File: src/rtl/madam_macros.svh
// register offsets, fixed read values and matrix constants for madam.
// matrix command codes and the pcsc capture length.
`ifndef MADAM_MACROS_SVH
`define MADAM_MACROS_SVH

// cpu offset width, the low bits of cpu_addr.
`define MADAM_OFFSET_BITS 16

// fixed read values.
`define MADAM_MSYSBITS_VALUE 32'h29	// 2MB dram, 1MB vram.
`define MADAM_BAD_READ 32'hBADACCE5	// returned for unmapped offsets.

// general registers.
`define MADAM_MSYSBITS 16'h0004	// memory config, read only.
`define MADAM_MCTL 16'h0008	// dma channel enables.
`define MADAM_SLTIME 16'h000C	// slot timing.
`define MADAM_MSB_CHECK 16'h002C	// msb finder.

// sprite engine region registers.
`define MADAM_REGCTL0 16'h0130	// read and write modulo.
`define MADAM_REGCTL1 16'h0134	// x and y clip.
`define MADAM_REGCTL2 16'h0138	// read base address.
`define MADAM_REGCTL3 16'h013C	// write base address.

// matrix engine space.
`define MADAM_MATRIX_BASE 16'h0600	// 4x4 matrix, 16 words row by row.
`define MADAM_VECTOR_BASE 16'h0640	// 4 vector words.
`define MADAM_REZ_BASE 16'h0660	// 4 result words.
`define MADAM_MATRIX_CMD 16'h07FC	// command on write, busy on read.

// fraction bits of the 16.16 format.
`define MATRIX_FRAC_BITS 16

// matrix command codes.
`define MATRIX_CMD_NOP 32'd0	// copy shadow results only.
`define MATRIX_CMD_4X4 32'd1	// 4x4 matrix times vector.
`define MATRIX_CMD_3X3 32'd2	// 3x3 matrix times vector.

// last flag index of a pcsc capture.
`define MADAM_PCSC_LAST_BIT 3'd7

`endif

File: src/rtl/madam_pkg.sv
// shared types for the madam register block.
// cpu words, register offsets, 16.16 fixed point, video timing and the matrix fsm state.
package madam_pkg;

	// cpu side.
	typedef logic [31:0] cpu_word_t;	// one cpu data word.
	typedef logic [15:0] reg_offset_t;	// low half of the cpu address.

	// matrix engine arithmetic.
	typedef logic signed [31:0] fix16_t;	// signed 16.16 value.
	typedef logic signed [63:0] mac_acc_t;	// full product and running sum.

	// video line timing.
	typedef logic [11:0] hcount_t;	// pixel counter within a line.

	// per-line flags from pcsc, bit 0 is the first flag after the ignored bit.
	// order is VZ, V#, F#, FC, VR, VD, VL.
	typedef logic [6:0] video_flags_t;

	// matrix engine sequencer.
	typedef enum logic {
		MAT_IDLE,	// waiting for a command.
		MAT_MAC		// one multiply-accumulate per cycle.
	} mat_state_t;

endpackage

File: src/rtl/madam.sv
// madam top level around the cpu register bus.
// pcsc capture, general registers, matrix engine and read mux.
`include "madam_macros.svh"

module madam (
	input logic clk_25m,
	input logic reset_n,
	input madam_pkg::cpu_word_t cpu_addr,
	input madam_pkg::cpu_word_t cpu_din,
	input logic cpu_wr,
	output madam_pkg::cpu_word_t cpu_dout,
	input logic pcsc,
	output madam_pkg::hcount_t hcount,
	output madam_pkg::video_flags_t video_flags,
	output logic matrix_busy
);

	madam_pkg::reg_offset_t offset;	// register offset inside the madam space.
	madam_pkg::cpu_word_t mctl;
	madam_pkg::cpu_word_t sltime;
	madam_pkg::cpu_word_t msb_value;
	madam_pkg::cpu_word_t regctl0;
	madam_pkg::cpu_word_t regctl1;
	madam_pkg::cpu_word_t regctl2;
	madam_pkg::cpu_word_t regctl3;
	madam_pkg::cpu_word_t mat_rdata;
	logic mat_sel;

	assign offset = cpu_addr[`MADAM_OFFSET_BITS-1:0];

	// video flags and line timing from the serial pcsc line.
	pcsc_capture pcsc_capture_inst (
		.clk_25m(clk_25m),
		.reset_n(reset_n),
		.pcsc(pcsc),
		.hcount(hcount),
		.video_flags(video_flags)
	);

	madam_regs madam_regs_inst (
		.clk_25m(clk_25m),
		.reset_n(reset_n),
		.offset(offset),
		.cpu_din(cpu_din),
		.cpu_wr(cpu_wr),
		.mctl(mctl),
		.sltime(sltime),
		.msb_value(msb_value),
		.regctl0(regctl0),
		.regctl1(regctl1),
		.regctl2(regctl2),
		.regctl3(regctl3)
	);

	matrix_engine matrix_engine_inst (
		.clk_25m(clk_25m),
		.reset_n(reset_n),
		.offset(offset),
		.cpu_din(cpu_din),
		.cpu_wr(cpu_wr),
		.mat_rdata(mat_rdata),
		.mat_sel(mat_sel),
		.busy(matrix_busy)	// cpu also polls it at 0x07FC.
	);

	// reads are combinational from the offset.
	madam_read_mux madam_read_mux_inst (
		.offset(offset),
		.mctl(mctl),
		.sltime(sltime),
		.msb_value(msb_value),
		.regctl0(regctl0),
		.regctl1(regctl1),
		.regctl2(regctl2),
		.regctl3(regctl3),
		.mat_sel(mat_sel),
		.mat_rdata(mat_rdata),
		.cpu_dout(cpu_dout)
	);

endmodule

File: src/rtl/madam_read_mux.sv
// cpu read data select for madam.
// msb finder priority encoder and the fixed read values.
`include "madam_macros.svh"

module madam_read_mux (
	input madam_pkg::reg_offset_t offset,
	input madam_pkg::cpu_word_t mctl,
	input madam_pkg::cpu_word_t sltime,
	input madam_pkg::cpu_word_t msb_value,
	input madam_pkg::cpu_word_t regctl0,
	input madam_pkg::cpu_word_t regctl1,
	input madam_pkg::cpu_word_t regctl2,
	input madam_pkg::cpu_word_t regctl3,
	input logic mat_sel,
	input madam_pkg::cpu_word_t mat_rdata,
	output madam_pkg::cpu_word_t cpu_dout
);

	madam_pkg::cpu_word_t msb_index;

	// index of the highest set bit, all ones for zero.
	// 0x84000000 gives 31.
	always_comb begin
		msb_index = '1;
		for (int i = 0; i < 32; i++) begin
			if (msb_value[i])
				msb_index = madam_pkg::cpu_word_t'(i);	// later bits win.
		end
	end

	always_comb begin
		case (offset)
			`MADAM_MSYSBITS: cpu_dout = `MADAM_MSYSBITS_VALUE;
			`MADAM_MCTL: cpu_dout = mctl;
			`MADAM_SLTIME: cpu_dout = sltime;
			`MADAM_MSB_CHECK: cpu_dout = msb_index;	// not the stored value.
			`MADAM_REGCTL0: cpu_dout = regctl0;
			`MADAM_REGCTL1: cpu_dout = regctl1;
			`MADAM_REGCTL2: cpu_dout = regctl2;
			`MADAM_REGCTL3: cpu_dout = regctl3;
			default: begin
				// matrix space, else the bad access marker.
				if (mat_sel)
					cpu_dout = mat_rdata;
				else
					cpu_dout = `MADAM_BAD_READ;
			end
		endcase
	end

endmodule

File: src/rtl/madam_regs.sv
// cpu writable madam registers and their write decode.
// memory control, slot timing, msb finder input and the sprite region registers.
`include "madam_macros.svh"

module madam_regs (
	input logic clk_25m,
	input logic reset_n,
	input madam_pkg::reg_offset_t offset,
	input madam_pkg::cpu_word_t cpu_din,
	input logic cpu_wr,
	output madam_pkg::cpu_word_t mctl,
	output madam_pkg::cpu_word_t sltime,
	output madam_pkg::cpu_word_t msb_value,
	output madam_pkg::cpu_word_t regctl0,
	output madam_pkg::cpu_word_t regctl1,
	output madam_pkg::cpu_word_t regctl2,
	output madam_pkg::cpu_word_t regctl3
);

	// mctl holds the dma channel enables.
	// bit 16 enables the player bus, bit 20 the sprite engine.

	// sltime is only stored here.
	// the boot code writes it once during init.

	// msb_value feeds the priority encoder in the read mux.

	// regctl0 packs the read and write modulo of the sprite engine.
	// regctl1 holds the x clip in bits 10:0 and the y clip in bits 26:16.
	// regctl2 and regctl3 are the vram base addresses of the
	// source and destination frame buffers.

	always_ff @(posedge clk_25m) begin
		if (!reset_n) begin
			mctl <= '0;
			sltime <= '0;
			msb_value <= '0;
			regctl0 <= '0;
			regctl1 <= '0;
			regctl2 <= '0;
			regctl3 <= '0;
		end else if (cpu_wr) begin
			case (offset)
				`MADAM_MSYSBITS: begin
					// memory config is fixed.
				end
				`MADAM_MCTL: begin
					mctl <= cpu_din;	// dma enables.
				end
				`MADAM_SLTIME: begin
					sltime <= cpu_din;
				end
				`MADAM_MSB_CHECK: begin
					msb_value <= cpu_din;	// read back as a bit index.
				end
				`MADAM_REGCTL0: begin
					regctl0 <= cpu_din;	// modulo.
				end
				`MADAM_REGCTL1: begin
					regctl1 <= cpu_din;	// clip.
				end
				`MADAM_REGCTL2: begin
					regctl2 <= cpu_din;	// read base.
				end
				`MADAM_REGCTL3: begin
					regctl3 <= cpu_din;	// write base.
				end
				default: begin
					// other offsets belong to the matrix engine or are unmapped.
				end
			endcase
		end
	end

endmodule

File: src/rtl/matrix_engine.sv
// matrix engine, 4x4 or 3x3 matrix of 16.16 values times a vector.
// matrix, vector and double buffered result registers,
// and the sequential multiply-accumulate fsm.
`include "madam_macros.svh"

module matrix_engine (
	input logic clk_25m,
	input logic reset_n,
	input madam_pkg::reg_offset_t offset,
	input madam_pkg::cpu_word_t cpu_din,
	input logic cpu_wr,
	output madam_pkg::cpu_word_t mat_rdata,
	output logic mat_sel,
	output logic busy
);

	madam_pkg::fix16_t mat_q [0:15];	// row r, column c at index 4r+c.
	madam_pkg::fix16_t vec_q [0:3];
	madam_pkg::fix16_t rez_q [0:3];	// cpu visible results.
	madam_pkg::fix16_t rezt_q [0:3];	// shadow results of the last command.

	madam_pkg::mat_state_t state;
	logic [1:0] row;
	logic [1:0] col;
	logic [1:0] mat_last;	// 3 for 4x4, 2 for 3x3, same for rows and columns.
	madam_pkg::mac_acc_t acc;

	madam_pkg::mac_acc_t product;
	madam_pkg::mac_acc_t mac_sum;
	madam_pkg::mac_acc_t row_shift;

	logic sel_mat;
	logic sel_vec;
	logic sel_rez;
	logic sel_cmd;
	logic cmd_known;

	// word aligned decode, vector and rez are four words each.
	assign sel_mat = (offset >= `MADAM_MATRIX_BASE) && (offset < `MADAM_VECTOR_BASE) &&
		(offset[1:0] == 2'b00);
	assign sel_vec = (offset >= `MADAM_VECTOR_BASE) &&
		(offset < (`MADAM_VECTOR_BASE + 16'h0010)) && (offset[1:0] == 2'b00);
	assign sel_rez = (offset >= `MADAM_REZ_BASE) &&
		(offset < (`MADAM_REZ_BASE + 16'h0010)) && (offset[1:0] == 2'b00);
	assign sel_cmd = (offset == `MADAM_MATRIX_CMD);
	assign mat_sel = sel_mat || sel_vec || sel_rez || sel_cmd;

	assign busy = (state == madam_pkg::MAT_MAC);

	// every known command first moves the shadow results out.
	assign cmd_known = (cpu_din == `MATRIX_CMD_NOP) || (cpu_din == `MATRIX_CMD_4X4) ||
		(cpu_din == `MATRIX_CMD_3X3);

	// one signed 32x32 product per cycle.
	assign product = madam_pkg::mac_acc_t'(mat_q[{row, col}]) *
		madam_pkg::mac_acc_t'(vec_q[col]);
	assign mac_sum = acc + product;
	assign row_shift = mac_sum >>> `MATRIX_FRAC_BITS;	// back to 16.16.

	always_ff @(posedge clk_25m) begin
		if (!reset_n) begin
			state <= madam_pkg::MAT_IDLE;
			row <= 2'd0;
			col <= 2'd0;
			mat_last <= 2'd0;
			acc <= '0;
			for (int i = 0; i < 16; i++)
				mat_q[i] <= '0;
			for (int i = 0; i < 4; i++) begin
				vec_q[i] <= '0;
				rez_q[i] <= '0;
				rezt_q[i] <= '0;
			end
		end else begin
			case (state)
				madam_pkg::MAT_IDLE: begin
					if (cpu_wr && sel_mat)
						mat_q[offset[5:2]] <= cpu_din;
					if (cpu_wr && sel_vec)
						vec_q[offset[3:2]] <= cpu_din;
					if (cpu_wr && sel_cmd && cmd_known)
						rez_q <= rezt_q;	// publish the previous results.
					if (cpu_wr && sel_cmd &&
						((cpu_din == `MATRIX_CMD_4X4) || (cpu_din == `MATRIX_CMD_3X3))) begin
						state <= madam_pkg::MAT_MAC;
						row <= 2'd0;
						col <= 2'd0;
						acc <= '0;
						mat_last <= (cpu_din == `MATRIX_CMD_4X4) ? 2'd3 : 2'd2;
					end
				end
				madam_pkg::MAT_MAC: begin
					if (col == mat_last) begin
						rezt_q[row] <= row_shift[31:0];	// truncate to 32 bits.
						acc <= '0;
						col <= 2'd0;
						if (row == mat_last)
							state <= madam_pkg::MAT_IDLE;	// rezt[3] kept on 3x3.
						else
							row <= row + 2'd1;
					end else begin
						acc <= mac_sum;
						col <= col + 2'd1;
					end
				end
				default: state <= madam_pkg::MAT_IDLE;
			endcase
		end
	end

	// read side, same cycle as the offset.
	always_comb begin
		mat_rdata = '0;
		if (sel_mat)
			mat_rdata = mat_q[offset[5:2]];
		else if (sel_vec)
			mat_rdata = vec_q[offset[3:2]];
		else if (sel_rez)
			mat_rdata = rez_q[offset[3:2]];
		else if (sel_cmd)
			mat_rdata = {31'd0, busy};	// polled by the cpu.
	end

endmodule

File: src/rtl/pcsc_capture.sv
// line start detect on pcsc, horizontal counter restart
// and serial capture of the seven per-line video flags.
`include "madam_macros.svh"

module pcsc_capture (
	input logic clk_25m,
	input logic reset_n,
	input logic pcsc,
	output madam_pkg::hcount_t hcount,
	output madam_pkg::video_flags_t video_flags
);

	logic pcsc_dly;	// previous pcsc sample.
	logic [2:0] pcsc_index;	// 0 when idle, 1..7 while capturing.
	logic line_start;

	// a rising edge only starts a line when no capture runs,
	// so the flag bits toggling pcsc cannot retrigger it.
	assign line_start = pcsc && !pcsc_dly && (pcsc_index == 3'd0);

	always_ff @(posedge clk_25m) begin
		if (!reset_n) begin
			pcsc_dly <= 1'b0;
			pcsc_index <= 3'd0;
			hcount <= '0;
			video_flags <= '0;
		end else begin
			pcsc_dly <= pcsc;

			if (line_start) begin
				hcount <= '0;	// first pixel of the line.
				pcsc_index <= 3'd1;	// first flag comes next cycle.
			end else begin
				hcount <= hcount + 12'd1;
			end

			// flag k lands in bit k-1, the bit at the edge itself is ignored.
			if (pcsc_index != 3'd0) begin
				video_flags[pcsc_index - 3'd1] <= pcsc;
				if (pcsc_index == `MADAM_PCSC_LAST_BIT)
					pcsc_index <= 3'd0;	// capture done.
				else
					pcsc_index <= pcsc_index + 3'd1;
			end
		end
	end

endmodule
File: config.mk
export PLATFORM = sky130hd
export DESIGN_NAME = madam
export DESIGN_NICKNAME = d
export VERILOG_FILES = /design/src/rtl/madam_pkg.sv /design/src/rtl/madam.sv /design/src/rtl/madam_read_mux.sv /design/src/rtl/madam_regs.sv /design/src/rtl/matrix_engine.sv /design/src/rtl/pcsc_capture.sv
export VERILOG_INCLUDE_DIRS = /design/src /design/src/rtl
export SDC_FILE = /design/constraint.sdc
export NUM_CORES = 2
export LEC_CHECK = 0
export BUFFER_PORTS_ARGS = -buffer_cell sky130_fd_sc_hd__clkbuf_2
export CAP_MARGIN = 40
export CELL_PAD_IN_SITES_DETAIL_PLACEMENT = 0
export CELL_PAD_IN_SITES_GLOBAL_PLACEMENT = 2
export CORE_AREA = 2 2 434 436
export DETAILED_ROUTE_END_ITERATION = 7
export DIE_AREA = 0 0 436 438
export PLACE_DENSITY_LB_ADDON = 0.1
export SLEW_MARGIN = 5
export SYNTH_ARGS = -nofsm -noshare
export SYNTH_HDL_FRONTEND = slang
export SYNTH_SLANG_ARGS = --single-unit
File: constraint.sdc
create_clock -name clk_25m -period 17.3 [get_ports clk_25m]
set_input_delay 0.865 -clock clk_25m [delete_from_list [all_inputs] [get_ports clk_25m]]
set_output_delay 0.865 -clock clk_25m [all_outputs]
set_load 0.1 [all_outputs]
After elaboration in Yosys (flattened, before gate mapping)
Memories as Yosys holds them, arrays and structs flattened. A register that Yosys moved wholly into a read port is not among the register bits.
Index checks and enable logic that the tools add are counted.
Word-level totals
  output and inout bits: 52
  flip-flop bits (word level): 574
  memories: 2
  memory bits (writable): 640
  logic and storage cells: 187
Cells by class
  reductions and logical operators: 41
  bitwise operators: 4
  add/sub/neg operators: 6
  multiply operators: 1
  magnitude comparators: 11
  mux-type cells: 81
  equality and inequality tests: 17
Memories
  matrix_engine_inst.mat_q: words 16, width 32, read ports 2, clocked after Yosys merged registers in 0, write ports 16, RTL line matrix_engine.sv:17  | madam_pkg::fix16_t mat_q [0:15];
  matrix_engine_inst.vec_q: words 4, width 32, read ports 2, clocked after Yosys merged registers in 1, write ports 4, RTL line matrix_engine.sv:18  | madam_pkg::fix16_t vec_q [0:3];
Operators by type and width (count)
  32-bit two-way mux: 41
  32-bit one-hot mux with 8 select lines: 1
  128-bit bitwise mux: 1
  64-bit two-way mux: 2
  64-bit one-hot mux with 2 select lines: 1
  64-bit adder: 1
  32-bit binary-select mux with 2-bit select: 1
  32-bit demux with 2-bit select: 1
  16-bit by 9-bit == test with 1-bit output (second input constant): 4
  32-bit by 32-bit multiplier with 64-bit output: 1
  32-bit OR reduction: 2
  16-bit by 11-bit >= comparator with 1-bit output (second input constant): 3
  16-bit by 11-bit less-than comparator with 1-bit output (second input constant): 3
  16-bit by 4-bit == test with 1-bit output (second input constant): 2
  32-bit by 1-bit == test with 1-bit output (second input constant): 1
  32-bit by 2-bit == test with 1-bit output (second input constant): 1
  32-bit logical NOT: 1
  2-bit AND reduction: 10
  1-bit two-way mux: 17
  16-bit by 11-bit == test with 1-bit output (second input constant): 1
  16-bit by 3-bit == test with 1-bit output (second input constant): 1
  16-bit by 6-bit == test with 1-bit output (second input constant): 1
  1-bit logical AND: 15
  2-bit two-way mux: 7
  28 further kinds: 42

Longest topological paths before layout
  depth in word-level cells: 33
  depth in mapped cells: 43
  gate-level depth less buffers: 32

By module
From an unflattened synthesis, not the netlist that was laid out.
Unflattened totals
  cells, all modules: 8319
  area total of the unflattened synthesis: 87868.0 sq um
By module, submodules not included
  matrix_engine: times used 1, cells each 7080, area an instance 76606.0 sq um
  madam_regs: times used 1, cells each 788, area an instance 8049.0 sq um
  madam_read_mux: times used 1, cells each 338, area an instance 2158.3 sq um
  pcsc_capture: times used 1, cells each 113, area an instance 1054.8 sq um

Worst setup path after synthesis
Ideal clock, no wire load.
  kind: register to register
  start: reg matrix_engine_inst.col[0]
  end: reg matrix_engine_inst.acc[46]
  clock period less this slack: 10.368 ns
  path slack: 6.932 ns
  setup time: 0.121 ns
  arrival time: 10.247 ns
  stages on the path, launching flop included: 39
  path buffers: 10
  path through: dfxtp_1 -> buf_4 -> buf_6 -> buf_6 -> buf_4 -> buf_6 -> buf_4 -> buf_2 -> buf_2 -> mux4_2 -> nand2_1 -> nand2_1 -> o21ai_0 -> clkbuf_1 -> nor2_1 -> fa_1 -> fa_1 -> fa_1 -> (+3 left out) -> inv_1 -> fa_1 -> fa_1 -> inv_1 -> fa_1 -> inv_1 -> ha_1 -> clkbuf_1 -> a21o_1 -> o21bai_1 -> a21oi_1 -> o21bai_1 -> a21o_1 -> a211o_1 -> o31ai_1 -> or4b_1 -> nand4_1 -> o21ai_1
Between the ends
  longest elaborated chain between the ends: 5
  elaborated cells between the ends (all ways): 6
RTL lines
  from (decl): RTL line matrix_engine.sv:24  | logic [1:0] col;
  from (signal assigned): RTL line matrix_engine.sv:103  | col <= col + 2'd1;
  memory 16 x 32 bit
  32-bit by 32-bit multiplier with 64-bit output: RTL line matrix_engine.sv:55  | assign product = madam_pkg::mac_acc_t'(mat_q[{row, col}]) *
  64-bit adder: RTL line matrix_engine.sv:57  | assign mac_sum = acc + product;
  64-bit two-way mux (*): RTL line matrix_engine.sv:93  | if (col == mat_last) begin
  64-bit one-hot mux with 2 select lines (*): RTL line matrix_engine.sv:75  | case (state)
  to (signal assigned): RTL line matrix_engine.sv:102  | acc <= mac_sum;
  to (decl): RTL line matrix_engine.sv:26  | madam_pkg::mac_acc_t acc;
Mark *: on every way between the ends. The rest lies on a longest branch, timed or not.
A chain may end at the register's enable or synchronous reset.

Worst setup path after layout
  start: reg matrix_engine_inst.row[0]
  end: reg matrix_engine_inst.acc[45]
Between the ends
  longest elaborated chain between the ends: 5
RTL lines
  from (decl): RTL line matrix_engine.sv:23  | logic [1:0] row;
  from (signal assigned): RTL line matrix_engine.sv:100  | row <= row + 2'd1;
  memory 16 x 32 bit
  32-bit by 32-bit multiplier with 64-bit output: RTL line matrix_engine.sv:55
  64-bit adder: RTL line matrix_engine.sv:57
  64-bit two-way mux: RTL line matrix_engine.sv:93
  64-bit one-hot mux with 2 select lines: RTL line matrix_engine.sv:75
No other way between the ends.

==> results.txt <==
----------------------------------------------------
[Outcome]
  Status ... finished with violations
  Violations in the final reports ... slew limit

[Cells and area]
  Number of nets in the layout ... 9,608
  Share of post-route cells with drive strength above 1 ... 0.125
  Most common cell after layout, fill and taps aside ... nand2_1
  Multi-input logic area ... 0.0509 mm²
  Fill count ... 17,076
  Layout overhead on the synthesized area ... 9.99%
  Sequential cell area ... 0.0304 mm²
  Number of cells in the finished layout apart from fillers ... 11,062
  Top library cells by usage in the layout, fill and taps aside ... 1,522 x nand2_1, 1,036 x inv_1, 904 x fa_1

[Floorplan]
  Core ar. ... 0.187 mm²
  Num ports ... 120
  Area of the die ... 0.191 mm²
  Standard-cell row count ... 159
  DIE HEIGHT ... 438 µm
  Initial core utilization ... 0.468
  Die extent in x ... 436 µm

[GRT]
  Antenna violations before repair ... 18
  GRT overflow ... 0
  GR Util All Layers ... 0.328
  Pin count of the biggest net entering global routing ... 229
  Via count of the first global-routing pass ... 65,962
  Global-route wire length before repair ... 454 mm

[Drt]
  Number of DRC markers in iteration 0 ... 6,950
  Post-route ant nets ... 0
  DR vias/cell ... 5.84
  DRC Markers ... 0
  Per-cell routed wire length ... 28.1 µm
  Detailed-routing iteration count for the pre-antenna-repair pass ... 5
  Total number of vias ... 64,650
  Final wirelength ... 311 mm

[STA]
  Final setup margin ... 5.59 ns
  TNS Setup ... 0 ns
  Max-slew violation count ... 69
  Final Cycle Share ... 0.677
  RSZ-0062 raised after global routing ... no
  Fmax ... 85.4 MHz
  Min Tclk post-route ... 11.71 ns
  Actual slew at the worst max-slew pin ... 1.55 ns
  Final setup fails ... 0
  Maximum clock skew at final layout ... 0.0394 ns
  Final-report hold violation count ... 0
  Slew Limit Headroom ... -0.0310

[Hold path]
  Endpoint of the worst hold-timing path ... pcsc_capture_inst.video_flags[2]$_SDFFE_PN0P_
  Path category of the worst min-delay check ... input pin to register
  Startpoint of the worst hold path ... pcsc
  Hold path depth ... 3

[Worst setup path]
  Endpoint of the worst-slack reg-to-reg timing path ... matrix_engine_inst.acc[45]$_SDFFE_PN0N_
  Arrival time at the worst endpoint ... 12.39 ns
  Library cell appearing most often on the critical path ... fa_1
  Worst reg2reg path depth ... 32
  CP Launch Type ... register
  Master of the slowest instance on the critical path ... dfxtp_4
  Largest incremental delay on the critical path ... 0.73 ns
  Start-to-end type of the worst setup path ... register to register
  Setup slack of the worst register-to-register path ... 5.59 ns
  Crit end category ... register
  Data required time of the critical path ... 17.98 ns
  Reg2Reg Launch Point ... matrix_engine_inst.row[0]$_SDFFE_PN0P_
  Crit-path max FO ... 42

[Synth]
  Average instance area after synthesis ... 10.2 µm²
  Seq/Total Area, Yosys ... 0.349
  Synth top area cells ... edfxtp_1 22%, fa_1 21%, dfxtp_1 13%
  Syn Std Cell Area ... 0.0872 mm²
  Cells after synthesis ... 8,564
  Post-Synthesis Net Count ... 9,729
  Register bit total from synthesis ... 1,200
  Number of flops mapped to enable cells by yosys ... 640
  Asr flop ratio synth ... 0
  Dominant cell type by area after synthesis ... edfxtp_1
  Synth top area share ... 0.220
  Count of yosys warnings during synthesis ... 0
  Most used DFF post-synth ... edfxtp_1
  Synth unique cells ... 76

[Clocking]
  Longest Clk Path Bufs ... 3
  Maximum level of the CTS H-tree ... 4
  Clock tree from TritonCTS ... done
  CTS buffer count ... 140
  Post-CTS sizing ... 0
  Clock transition at the register clock pins on the worst setup and hold paths after CTS ... 0.06 ns
  Post-CTS Hold Fix Bufs ... 0
  Clock insertion delay at the later pin of the skew report ... 0.83 ns
  Number of sinks driven by the clock tree ... 1,200
  Post-CTS Setup Repair Bufs ... 0
  Cell at the root of the clock tree ... clkbuf_16

[Placement]
  Post-detail-place hpwl ... 210 mm
  Buffers on Ports ... 103
  DP Cell Count ... 10,795
  Routability-driven placement congestion ratio ... 0.889
  Placement-stage worst setup slack ... 5.63 ns

[Run]
  Count of max-cap constraint violations ... 0

----------------------------------------------------
## metal layers
layer  up-vias  global-route usage  share of wire
li1      27824                   -              -
met1     33544               0.446           0.40
met2      2755               0.516           0.46
met3       521              0.0754          0.095
met4         6               0.121          0.041
met5         -                   0        0.00013
## stage by stage
stage / cell area (µm²) / util / hold WS [ns]
6_report: 96000 / 0.514 / 0.428
5_1_grt: 95900 / 0.514 / 0.417
4_1_cts: 95900 / 0.514 / 0.356
3_5_place_dp: 91300 / 0.489 / 0.442
3_3_place_gp: 90700 / 0.486 / 0.436
2_1_floorplan: 87200 / - / 0.431
## cell usage after synthesis (30+ instances only)
library cell / n
nand3_1: 118
mux4_2: 374
and3_1: 46
o21a_1: 56
fa_1: 904
mux2i_1: 66
xnor2_1: 55
inv_1: 1037
dfxtp_1: 560
nand2_1: 1531
o21ai_0: 134
a21oi_1: 482
edfxtp_1: 640
nor2_1: 546
a221oi_1: 30
a22oi_1: 73
ha_1: 193
clkbuf_1: 561
buf_1: 42
a21o_1: 33
and2_1: 634
## layout make-up
type / count / area share
clock buffer: 198 / 0.0417
tap: 2495 / 0.0325
antenna: 7 / 0.000183
sequential: 1200 / 0.317
multi-input combinational: 5689 / 0.530
clock inverter: 61 / 0.00699
timing repair buffer: 373 / 0.0305
inverter: 1039 / 0.0407
## flip-flops by register name (all words and copies together) (netlist names), 48 cells and up, named ones only
name and count:
matrix_engine_inst.mat_q 512, matrix_engine_inst.rez_q 128, matrix_engine_inst.rezt_q 128, matrix_engine_inst.vec_q 128, matrix_engine_inst.acc 48
## critical path, delay by kind of cell (launching register included)
kind            cells  cell delay [ns]
fa+ha+maj           9             4.73
compound gates      9             2.74
simple gates        6             1.39
buf+inv             7             1.25
flops               1             0.73
xor+xnor            1             0.61
## worst max path at each step
| stage | startpoint | endpoint | slack [ns] | depth (start not counted) |
|---|---|---|---|---|
| 2_1_floorplan | matrix_engine_inst.col[0]$_SDFFE_PN0N_ | matrix_engine_inst.acc[46]$_SDFFE_PN0N_ | 6.93 | 38 |
| 3_3_place_gp | matrix_engine_inst.col[0]$_SDFFE_PN0N_ | matrix_engine_inst.rezt_q[63]$_SDFFE_PN0P_ | 5.39 | 31 |
| 3_5_place_dp | matrix_engine_inst.col[0]$_SDFFE_PN0N_ | matrix_engine_inst.acc[45]$_SDFFE_PN0N_ | 5.63 | 31 |
| 4_1_cts | matrix_engine_inst.col[0]$_SDFFE_PN0N_ | matrix_engine_inst.acc[45]$_SDFFE_PN0N_ | 5.58 | 31 |
| 5_1_grt | matrix_engine_inst.col[0]$_SDFFE_PN0N_ | matrix_engine_inst.acc[45]$_SDFFE_PN0N_ | 5.08 | 31 |
| 6_report | matrix_engine_inst.row[0]$_SDFFE_PN0P_ | matrix_engine_inst.acc[45]$_SDFFE_PN0N_ | 5.59 | 32 |
## logic make-up (layout without fill, tap and decap cells)
kind of cell	Yosys count	after routing	share of synthesized area
compound gates	1005	1005	0.0703
mux	459	459	0.107
buf+inv	1675	1671	0.0729
flops	1200	1200	0.349
simple gates	3041	3041	0.157
fa+ha+maj	1097	1097	0.235
other cells	0	7	0
xor+xnor	87	87	0.00937
Power is left out: the tool's default activity adds up to more than one toggle a clock period on the data nets, which glitch-free logic cannot reach.
